`src/hw/adderPkg.sv`:
```
package adderPkg;

	// datapath width, result wraps modulo 2^DataW
	localparam int DataW = 32;
	localparam int AddrW = 4;		// wishbone word address
	localparam int CntW  = 4;		// count field of the ctrl word

	// register map, operands sit at 0 .. NumOps-1
	localparam logic [AddrW-1:0] AdrCtrl   = 4'd8;	// write only, count + go
	localparam logic [AddrW-1:0] AdrStatus = 4'd9;	// bit 0 busy
	localparam logic [AddrW-1:0] AdrResult = 4'd10;	// last sum

	typedef logic [DataW-1:0] data_t;

	// host side of a classic cycle
	typedef struct packed {
		logic             cyc;
		logic             stb;
		logic             we;
		logic [AddrW-1:0] adr;
		data_t            dat;	// write data
	} wbReq_t;

	typedef struct packed {
		logic  ack;
		data_t dat;			// read data, valid with ack
	} wbRsp_t;

	// redundant form, value = sum + carry
	typedef struct packed {
		data_t sum;
		data_t carry;
	} csPair_t;

endpackage
```
`src/hw/multiAdderTop.sv`:
```
`timescale 1ns/1ns

module multiAdderTop import adderPkg::*; #(
	parameter int NumOps = 8		// even, 2 .. 8
) (
	input  logic   i_clk,
	input  logic   i_rst,
	input  wbReq_t i_wbReq,
	output wbRsp_t o_wbRsp
);

	localparam int IdxW = $clog2(NumOps);

	logic            busy, accumulate, capture;
	logic            start;
	logic [CntW-1:0] count;
	logic [IdxW-1:0] opIdx;
	logic            hiValid, lastPair, countZero;
	data_t           opLo, opHi;
	data_t           sum;			// resolved accumulator
	csPair_t         csAcc, csNext;

	wbRegs #(.NumOps(NumOps)) regs_i (
		.i_clk(i_clk), .i_rst(i_rst), .i_wbReq(i_wbReq),
		.i_busy(busy), .i_accumulate(accumulate), .i_capture(capture),
		.i_opIdx(opIdx), .i_hiValid(hiValid), .i_csNext(csNext), .i_sum(sum),
		.o_wbRsp(o_wbRsp), .o_start(start), .o_count(count),
		.o_opLo(opLo), .o_opHi(opHi), .o_csAcc(csAcc)
	);

	sumSequencer seq_i (
		.i_clk(i_clk), .i_rst(i_rst), .i_start(start),
		.i_lastPair(lastPair), .i_countZero(countZero),
		.o_busy(busy), .o_accumulate(accumulate), .o_capture(capture)
	);

	operandCounter #(.NumOps(NumOps)) cnt_i (
		.i_clk(i_clk), .i_rst(i_rst), .i_start(start), .i_count(count),
		.i_advance(accumulate),		// counter steps with each compress cycle
		.o_opIdx(opIdx), .o_hiValid(hiValid),
		.o_lastPair(lastPair), .o_countZero(countZero)
	);

	compressRow row_i (.i_acc(csAcc), .i_opLo(opLo), .i_opHi(opHi), .o_next(csNext));

	// final carry-propagate add of the redundant pair
	lookaheadAdder cla_i (.i_a(csAcc.sum), .i_b(csAcc.carry), .o_sum(sum));

endmodule

```
`src/hw/operandCounter.sv`:
```
`timescale 1ns/1ns

module operandCounter import adderPkg::*; #(
	parameter int NumOps = 8
) (
	input  logic                      i_clk,
	input  logic                      i_rst,
	input  logic                      i_start,
	input  logic [CntW-1:0]           i_count,	// already clamped
	input  logic                      i_advance,	// one pair consumed
	output logic [$clog2(NumOps)-1:0] o_opIdx,
	output logic                      o_hiValid,
	output logic                      o_lastPair,
	output logic                      o_countZero
);

	localparam int IdxW = $clog2(NumOps);

	logic [IdxW-1:0] ptr;		// index of the lower word of the pair
	logic [CntW-1:0] remain;	// operands not yet folded in

	always_ff @(posedge i_clk) begin
		if (i_rst) begin
			ptr    <= '0;
			remain <= '0;
		end else if (i_start) begin
			ptr    <= '0;
			remain <= i_count;
		end else if (i_advance) begin
			ptr    <= ptr + IdxW'(2);		// wraps after the last pair, unused then
			remain <= (remain >= CntW'(2)) ? remain - CntW'(2) : '0;
		end
	end

	assign o_opIdx    = ptr;
	assign o_hiValid  = remain >= CntW'(2);	// odd tail has no partner
	assign o_lastPair = remain <= CntW'(2);

	// during start the count is not loaded yet, look at it directly
	assign o_countZero = i_start ? (i_count == '0) : (remain == '0);

endmodule

```
`src/hw/sumSequencer.sv`:
```
`timescale 1ns/1ns

module sumSequencer (
	input  logic i_clk,
	input  logic i_rst,
	input  logic i_start,		// one-cycle go from the bus side
	input  logic i_lastPair,	// current pair ends the list
	input  logic i_countZero,	// nothing to compress
	output logic o_busy,
	output logic o_accumulate,	// also steps the operand counter
	output logic o_capture
);

	typedef enum logic [1:0] {
		Idle,
		Compress,
		Resolve
	} state_t;

	state_t state;
	state_t nextState;

	always_comb begin
		nextState = state;
		case (state)
			Idle: begin
				if (i_start)
					nextState = i_countZero ? Resolve : Compress;	// empty list skips ahead
			end
			Compress: begin
				if (i_lastPair)
					nextState = Resolve;
			end
			Resolve: begin
				nextState = Idle;		// one cycle through the final adder
			end
			default: begin
				nextState = Idle;
			end
		endcase
	end

	always_ff @(posedge i_clk) begin
		if (i_rst)
			state <= Idle;
		else
			state <= nextState;
	end

	// busy spans compress and resolve, drops once result is in
	assign o_busy       = (state != Idle);
	assign o_accumulate = (state == Compress);
	assign o_capture    = (state == Resolve);

endmodule

```
`src/hw/wbRegs.sv`:
```
`timescale 1ns/1ns

module wbRegs import adderPkg::*; #(
	parameter int NumOps = 8
) (
	input  logic                        i_clk,
	input  logic                        i_rst,
	input  wbReq_t                      i_wbReq,
	input  logic                        i_busy,
	input  logic                        i_accumulate,	// load compressor output
	input  logic                        i_capture,		// load adder output
	input  logic [$clog2(NumOps)-1:0]   i_opIdx,
	input  logic                        i_hiValid,
	input  csPair_t                     i_csNext,
	input  data_t                       i_sum,
	output wbRsp_t                      o_wbRsp,
	output logic                        o_start,
	output logic [CntW-1:0]             o_count,
	output data_t                       o_opLo,
	output data_t                       o_opHi,
	output csPair_t                     o_csAcc
);

	localparam int IdxW = $clog2(NumOps);

	data_t bank [NumOps];		// operand registers

	logic            ackQ;
	data_t           rdDat;
	logic            cmdHit;	// accepted ctrl write, ack cycle
	logic            startQ;
	logic [CntW-1:0] countQ;
	csPair_t         csAcc;
	data_t           result;

	logic            reqNew;	// cyc & stb not yet answered
	logic            opAdr;		// address inside operand bank
	logic            ctrlWr;
	logic [CntW-1:0] wrCount;
	logic [CntW-1:0] clamped;

	assign reqNew  = i_wbReq.cyc && i_wbReq.stb && !ackQ;
	assign opAdr   = i_wbReq.adr < AddrW'(NumOps);
	assign ctrlWr  = reqNew && i_wbReq.we && (i_wbReq.adr == AdrCtrl) && !i_busy;
	assign wrCount = i_wbReq.dat[CntW-1:0];
	assign clamped = (wrCount > CntW'(NumOps)) ? CntW'(NumOps) : wrCount;

	// ack one cycle after the request, start one cycle after ack
	always_ff @(posedge i_clk) begin
		if (i_rst) begin
			ackQ   <= 1'b0;
			cmdHit <= 1'b0;
			startQ <= 1'b0;
		end else begin
			ackQ   <= reqNew;
			cmdHit <= ctrlWr;		// busy writes still get ack, no start
			startQ <= cmdHit;
		end
	end

	always_ff @(posedge i_clk) begin
		if (ctrlWr)
			countQ <= clamped;
	end

	always_ff @(posedge i_clk) begin
		if (i_rst) begin
			for (int i = 0; i < NumOps; i++)
				bank[i] <= '0;
		end else if (reqNew && i_wbReq.we && opAdr) begin
			bank[i_wbReq.adr[IdxW-1:0]] <= i_wbReq.dat;
		end
	end

	// read data registered alongside ack
	always_ff @(posedge i_clk) begin
		if (reqNew) begin
			if (opAdr)
				rdDat <= bank[i_wbReq.adr[IdxW-1:0]];
			else if (i_wbReq.adr == AdrStatus)
				rdDat <= {{(DataW-1){1'b0}}, i_busy};
			else if (i_wbReq.adr == AdrResult)
				rdDat <= result;
			else
				rdDat <= '0;		// ctrl and holes read zero
		end
	end

	// carry-save accumulator, cleared by the start pulse
	always_ff @(posedge i_clk) begin
		if (startQ)
			csAcc <= '0;
		else if (i_accumulate)
			csAcc <= i_csNext;
	end

	always_ff @(posedge i_clk) begin
		if (i_rst)
			result <= '0;
		else if (i_capture)
			result <= i_sum;
	end

	// pair at the pointer, upper word masked past the count
	assign o_opLo = bank[i_opIdx];
	assign o_opHi = i_hiValid ? bank[i_opIdx + IdxW'(1)] : '0;

	assign o_wbRsp = '{ack: ackQ, dat: rdDat};
	assign o_start = startQ;
	assign o_count = countQ;
	assign o_csAcc = csAcc;

endmodule

```
`src/hw/lookaheadAdder.sv`:
```
`timescale 1ns/1ns

module lookaheadAdder import adderPkg::*; (
	input  data_t i_a,
	input  data_t i_b,
	output data_t o_sum		// modulo 2^DataW
);

	localparam int NumBlk = DataW / 4;

	logic [NumBlk-1:0] blkC;	// carry into each 4-bit block

	assign blkC[0] = 1'b0;

	genvar b;
	generate
		for (b = 0; b < NumBlk; b = b + 1) begin : gBlk
			logic [3:0] p;		// propagate, a ^ b
			logic [3:0] g;		// generate, a & b
			logic [3:0] c;		// carry into each bit of the block

			assign p = i_a[4*b +: 4] ^ i_b[4*b +: 4];
			assign g = i_a[4*b +: 4] & i_b[4*b +: 4];

			// carries expanded straight from the block carry-in
			assign c[0] = blkC[b];
			assign c[1] = g[0] | (p[0] & c[0]);
			assign c[2] = g[1] | (p[1] & g[0]) | (p[1] & p[0] & c[0]);
			assign c[3] = g[2] | (p[2] & g[1]) | (p[2] & p[1] & g[0])
				| (p[2] & p[1] & p[0] & c[0]);

			assign o_sum[4*b +: 4] = p ^ c;

			// chain to the next block, carry out of the word is dropped
			if (b < NumBlk - 1) begin : gChain
				assign blkC[b+1] = g[3] | (p[3] & g[2]) | (p[3] & p[2] & g[1])
					| (p[3] & p[2] & p[1] & g[0])
					| (p[3] & p[2] & p[1] & p[0] & c[0]);
			end
		end
	endgenerate

endmodule

```
`src/hw/compressRow.sv`:
```
`timescale 1ns/1ns

module compressRow import adderPkg::*; (
	input  csPair_t i_acc,		// running carry-save pair
	input  data_t   i_opLo,		// first operand of the step
	input  data_t   i_opHi,		// second operand, zero past the count
	output csPair_t o_next
);

	logic [DataW-2:0] coMid;		// horizontal carry, bit i into bit i+1
	logic [DataW-2:0] carryBit;		// vertical carry before the shift

	genvar i;
	generate
		for (i = 0; i < DataW; i = i + 1) begin : gCell
			logic x0, x1, x2, x3;
			logic ci;
			logic xor01, xor23, xor0123;

			assign x0 = i_acc.sum[i];
			assign x1 = i_acc.carry[i];
			assign x2 = i_opLo[i];
			assign x3 = i_opHi[i];
			assign ci = (i == 0) ? 1'b0 : coMid[(i == 0) ? 0 : i - 1];	// lowest cell gets 0

			assign xor01   = x0 ^ x1;
			assign xor23   = x2 ^ x3;
			assign xor0123 = xor01 ^ xor23;

			assign o_next.sum[i] = xor0123 ^ ci;

			// the top cell would only carry out of the word, so it stops at the sum
			if (i < DataW - 1) begin : gCarry
				assign coMid[i]    = xor01 ? x2 : x0;		// mux form, independent of ci
				assign carryBit[i] = xor0123 ? ci : x3;
			end
		end
	endgenerate

	// carry weighs twice the sum bit, top bit falls off
	assign o_next.carry = {carryBit, 1'b0};

endmodule

```
`config.mk`:
```
export PLATFORM = sky130hd
export DESIGN_NAME = multiAdderTop
export DESIGN_NICKNAME = d
export VERILOG_FILES = /design/src/hw/adderPkg.sv /design/src/hw/multiAdderTop.sv /design/src/hw/operandCounter.sv /design/src/hw/sumSequencer.sv /design/src/hw/wbRegs.sv /design/src/hw/lookaheadAdder.sv /design/src/hw/compressRow.sv
export SDC_FILE = /design/constraint.sdc
export NUM_CORES = 1
export LEC_CHECK = 0
export BUFFER_PORTS_ARGS = -buffer_cell sky130_fd_sc_hd__buf_2
export CAP_MARGIN = 10
export CORE_MARGIN = 4
export CORE_UTILIZATION = 30
export DETAILED_ROUTE_END_ITERATION = 6
export GPL_TIMING_DRIVEN = 0
export PLACE_DENSITY_LB_ADDON = 0.1
export SYNTH_ARGS = -nofsm -noshare
export SYNTH_HDL_FRONTEND = slang
export SYNTH_SLANG_ARGS = --single-unit
```
`constraint.sdc`:
```
create_clock -name i_clk -period 9.6 [get_ports i_clk]
set_input_delay 2.88 -clock i_clk [delete_from_list [all_inputs] [get_ports i_clk]]
set_output_delay 2.88 -clock i_clk [all_outputs]
set_load 0.005 [all_outputs]
```
## Word level (Yosys, flattened, before mapping)

Memories as Yosys holds them, arrays and structs flattened. A register that Yosys moved wholly into a read port is not among the register bits.
Cells that the tools add are included.

| cells by class | value |
|---|---|
| $add $sub $neg | 3 |
| magnitude comparators | 4 |
| bitwise gates (word level) | 336 |
| mux-type cells | 84 |
| reduce and logical (&&, ||, !) cells | 16 |
| eq/ne operators | 7 |

Operator list:

| operator | number |
|---|---|
| $mux W32 | 5 |
| $xor A1 B1 Y1 | 126 |
| $and A1 B1 Y1 | 114 |
| $or A1 B1 Y1 | 72 |
| $mux W1 | 69 |
| $xor A4 B4 Y4 | 16 |
| $reduce_or A32 Y1 | 1 |
| $and A4 B4 Y4 | 7 |
| $eq A4 B4 Y1 const B | 3 |
| $mux W4 | 3 |
| $mux W3 | 3 |
| $logic_not A4 Y1 | 2 |
| $logic_and A1 B1 Y1 | 6 |
| $mux W2 | 3 |
| $ge A4 B2 Y1 const B | 1 |
| $gt A4 B4 Y1 const B | 1 |
| $le A4 B2 Y1 const B | 1 |
| $lt A4 B4 Y1 const B | 1 |
| $pmux W2 S2 | 1 |
| $reduce_bool A2 Y1 | 2 |
| $sub A4 B2 Y4 const B | 1 |
| $add A3 B1 Y3 const B | 1 |
| $add A3 B2 Y3 const B | 1 |
| $and A3 B3 Y3 | 1 |
| other kinds (8) | 9 |

| word-level totals | value |
|---|---|
| memories kept | 1 |
| bits in writable memories | 256 |
| register bits after elaboration | 143 |
| output and inout port bits | 33 |
| word-level logic and storage cells | 462 |
| input port bits | 41 |

Memories:

| memory | words | width | rd ports | clocked after Yosys merged registers in | write ports | RTL line | source |
|---|---|---|---|---|---|---|---|
| regs_i.bank | 8 | 32 | 3 | 1 | 8 | wbRegs.sv:26 | `data_t bank [NumOps];` |

## Depth between registers and ports, before layout

| logic depth | value |
|---|---|
| depth in word-level cells | 20 |
| depth in mapped cells | 11 |
| mapped depth without buffers | 10 |

## Modules after synthesis

From an unflattened synthesis, not the netlist that was laid out.

| unflattened totals | value |
|---|---|
| cells, all modules | 2,017 |
| area, all modules | 23,869.1 um^2 |

By module, submodules not included:

| module | instances | seq. area each (um^2) | area each (um^2) | cells an instance |
|---|---|---|---|---|
| wbRegs | 1 | 10,750.3 | 20,235.7 | 1,554 |
| compressRow | 1 | 0.0 | 1,861.8 | 253 |
| lookaheadAdder | 1 | 0.0 | 1,303.8 | 155 |
| operandCounter | 1 | 120.1 | 359.1 | 44 |
| sumSequencer | 1 | 40.0 | 108.9 | 11 |

## Worst setup path after synthesis

OpenSTA, ideal clock, no wires.

| timing path | value |
|---|---|
| kind | input-to-reg |
| from | in i_wbReq[38] (netlist name) |
| to | mem regs_i.bank[7][0] (netlist name) (enable) |
| path slack | 1,836 ps |
| setup time | 466 ps |
| arrival | 7,298 ps |
| path buffers | 0 |
| required time | 9,134 ps |
| stages on the path | 6 |
| cell sequence | nand2_1 -> nor2_1 -> nand2_1 -> nor3_1 -> nand2_1 -> o21ai_0 |

RTL lines:

| what | RTL line | source |
|---|---|---|
| start: declaration | multiAdderTop.sv:8 | `input wbReq_t i_wbReq,` |
| end: declaration | wbRegs.sv:26 |  |

==> impl_metrics.yaml <==
clock_tree:
  htree_levels: 2
  postCtsSetupBuffers: 0
  clkSlewWorstSetupHoldPaths_ns: 0.06
  insertion_delay_ns: 0.60
  cts_tree: "built"
  clockRootBuffer: "clkbuf_16"
  cts.hold.buffers_added: 0
  clock-sinks: 400
  ctsResizeCount: 0
  numCtsBuffers: 48
  clock_path_buffers: 3
drt:
  drc_errors: 0
  wl_met3_um: 4318
  vias: 13870
  drt_first_pass_iters: 5
  antenna_left: 0
  top_layer: "met4"
  met1Wirelength_um: 34070
  wl_um: 73910
  via_per_inst: 5.024
  met2_length_um: 34070
  drt-wirelength-per-cell_um: 26.78
  drt_iter0_markers: 1220
logic_synthesis:
  ys_top_cells_by_area: "edfxtp_1 (41%), mux4_2 (14%), dfxtp_1 (10%)"
  synth_fa_ha_area_share_pct: 4.012
  yosys_most_used_dff: "edfxtp_1"
  synth-compound-area-share_pct: 5.550
  synth_top_family_by_area: "multiplexers"
  yosys.area_share.simple_pct: 14.27
  synthMuxAreaShare_pct: 16.62
  syn_avg_cell_area_um2: 12.79
  synth_nets: 1733
  synthesis.area_um2: 21150
  synth_cell_types: 55
  async_flop_share_pct: 0
  synth_area_leader_cell: "edfxtp_1"
  synth_common_cells: "edfxtp_1 (292), and2_1 (259), nand2_1 (183)"
  synth_cells: 1653
  ys_seq_area_share_pct: 51.69
  synth_seq_cells: 400
  synth_warnings: 0
  synth.most_common_cell: "edfxtp_1"
  synth_edf_count: 292
  synth_top_area_share_pct: 41.47
  synth-xor-area-share_pct: 5.107
power_and_ir_drop:
  vdd_drop_max_uv: 108.5
  p_leak_nw: 8.880
  powerDensity_nw_per_um2: 180.4
sta:
  fmax_ghz: 0.1491
  fin_crit_ns: 6.706
  slew_headroom_pct: 16.13
  drv_slew: 0
  whs_ns: 0.4420
  skew_ns: 0.02401
  rsz0062_at_grt: "false"
  setup_viol: 0
  fin_crit_sh_pct: 69.86
  hold_viol: 0
  tightest_slew_ns: 1.258
setup_path:
  cpPeakStageDelay_ns: 1.11
  start_kind: "input port"
  critPathKind: "input port to flop"
  arrival_ns: 6.90
  cp_num_buf_inv: 2
  cp_common_cell: "nand2_1"
  end_kind: "flop"
  slowest_stage: "or2_2"
  critPathMaxFanout: 32
  crit_chain: "buf_2 -> nand2_1 -> nor2_4 -> buf_12 -> nand2_1 -> nor3_1 -> nand2_1 -> nor3_1 -> or2_2"
  crit_family: "simple AND/OR/NAND/NOR gates"
  cp.required_ns: 9.80
floorplan:
  coreArea_um2: 69910
  fp.dieH_um: 273.5
  rows: 97
  pin_count: 74
  dieArea_um2: 74800
  initial_core_util_pct: 30.25
  die_x_um: 273.5
global_route:
  grt_pass1_wl_um: 105100
  antenna_found_initial: 4
  grt_overflow: 0
  grt_pass1_vias: 14230
  grt_max_degree: 33
  track_usage_pct: 19.63
final_layout:
  fin_nets: 1862
  final_util_pct: 34.98
  area_delta_synth_final_pct: 15.66
  drive_gt1_share_pct: 17.65
outcome:
  status: "finished, final reports clean"
min_path:
  min-delay-path-class: "flop to flop"
place:
  gp_congestion: 0.7929
  numPortBuffers: 70
  dp_hpwl_um: 52680
job:
  cap_violations: 0
## per-stage QoR
| step | TNS [ns] | area [µm²] | total power, mW | worst slack [ns] | instances |
|---|---|---|---|---|---|
| floorplan | 0 | 21150 | 2.444 | 1.836 | 1653 |
| global placement | -829.34 | 22670 | 2.636 | -4.376 | 2663 |
| detailed placement | 0 | 22940 | 2.645 | 2.312 | 2672 |
| CTS | 0 | 24450 | 4.446 | 2.930 | 2759 |
| global route | 0 | 24450 | 4.567 | 2.782 | 2759 |
| finish | 0 | 24460 | 4.412 | 2.894 | 2760 |
## worst paths after layout
| check | end | slack, ns | cells after the start | start |
|---|---|---|---|---|
| setup / recovery | regs_i.bank[0][21]$_SDFFCE_PN0P_ | 2.89 | 9 | i_wbReq[38] |
| hold reg to reg | regs_i.o_start$_SDFF_PP0_ | 0.44 | 1 | regs_i.cmdHit$_SDFF_PP0_ |
| setup reg to reg | regs_i.bank[0][21]$_SDFFCE_PN0P_ | 4.98 | 7 | regs_i.ackQ$_SDFF_PP0_ |
| hold / removal | regs_i.o_start$_SDFF_PP0_ | 0.44 | 1 | regs_i.cmdHit$_SDFF_PP0_ |
## layer usage
metal	up-vias	track usage, %
met4	0	4.275
li1	6341	-
met3	85	3.296
met1	7019	28.19
met5	-	0
met2	420	31.36
## worst reg2reg max path, stage by stage, from the launching register on
cell,delay [ns]
dfxtp_1,0.34
nor2_4,0.59
buf_12,0.25
nand2_1,0.18
nor3_1,0.46
nand2_1,0.40
nor3_1,0.88
or2_2,1.11
## layout make-up
| type | instances | area, µm² |
|---|---|---|
| fill | 6916 | 45450 |
| sequential | 400 | 10930 |
| multi-input combinational | 1120 | 9708 |
| clock buffer | 69 | 1363 |
| tap | 940 | 1176 |
| timing repair buffer | 79 | 545.5 |
| buffer | 120 | 533.0 |
| clock inverter | 18 | 148.9 |
| inverter | 13 | 48.80 |
| antenna | 1 | 2.502 |
## cells by family (layout without fill, tap and decap cells)
group / after synthesis / after routing
buffers and inverters: 133 / 299
adders and majority gates: 69 / 69
AOI/OAI and AO/OA: 192 / 192
xor gates and xnor gates: 84 / 84
and+or+nand+nor: 584 / 584
DFF: 400 / 400
muxes: 191 / 191
other: 0 / 1
## power breakdown
group	leakage [nW]	switching [mW]	internal, mW
combinational	4.32	0.333	0.285
sequential	3.82	0.0549	1.94
clock	0.743	0.765	1.04
total	8.88	1.15	3.26
## sequential cells by signal (all words and copies together) (netlist names), named ones only
name	cells
regs_i.o_count	4
regs_i.o_start	1
regs_i.cmdHit	1
regs_i.bank	256
cnt_i.o_opIdx	2
seq_i.state	2
regs_i.rdDat	32
cnt_i.remain	4
regs_i.ackQ	1
regs_i.o_csAcc	63
regs_i.result	32
## layout by cell type (no fill, tap or decap), types with 4 or more instances in the layout
cell type / n
nand4_1: 4
buf_12: 7
buf_2: 91
ha_1: 31
mux2i_1: 63
edfxtp_1: 292
nand2_1: 183
maj3_1: 30
xor2_1: 8
nand3b_1: 6
inv_1: 13
o21ai_4: 6
buf_4: 5
clkbuf_8: 4
a21oi_1: 66
nor2b_1: 9
clkbuf_16: 50
buf_1: 6
buf_6: 5
and2_1: 259
nor2_1: 71
clkbuf_1: 98
a211oi_1: 41
nand3_1: 7
mux4_2: 128
nor3_1: 21
nand2b_1: 6
xnor2_1: 51
fa_1: 8
dfxtp_1: 108
clkinv_1: 4
a21o_1: 8
o21ai_0: 42
xnor3_1: 25
a31oi_1: 8
clkinv_2: 10
No activity file was read; power rests on OpenSTA's default activity.
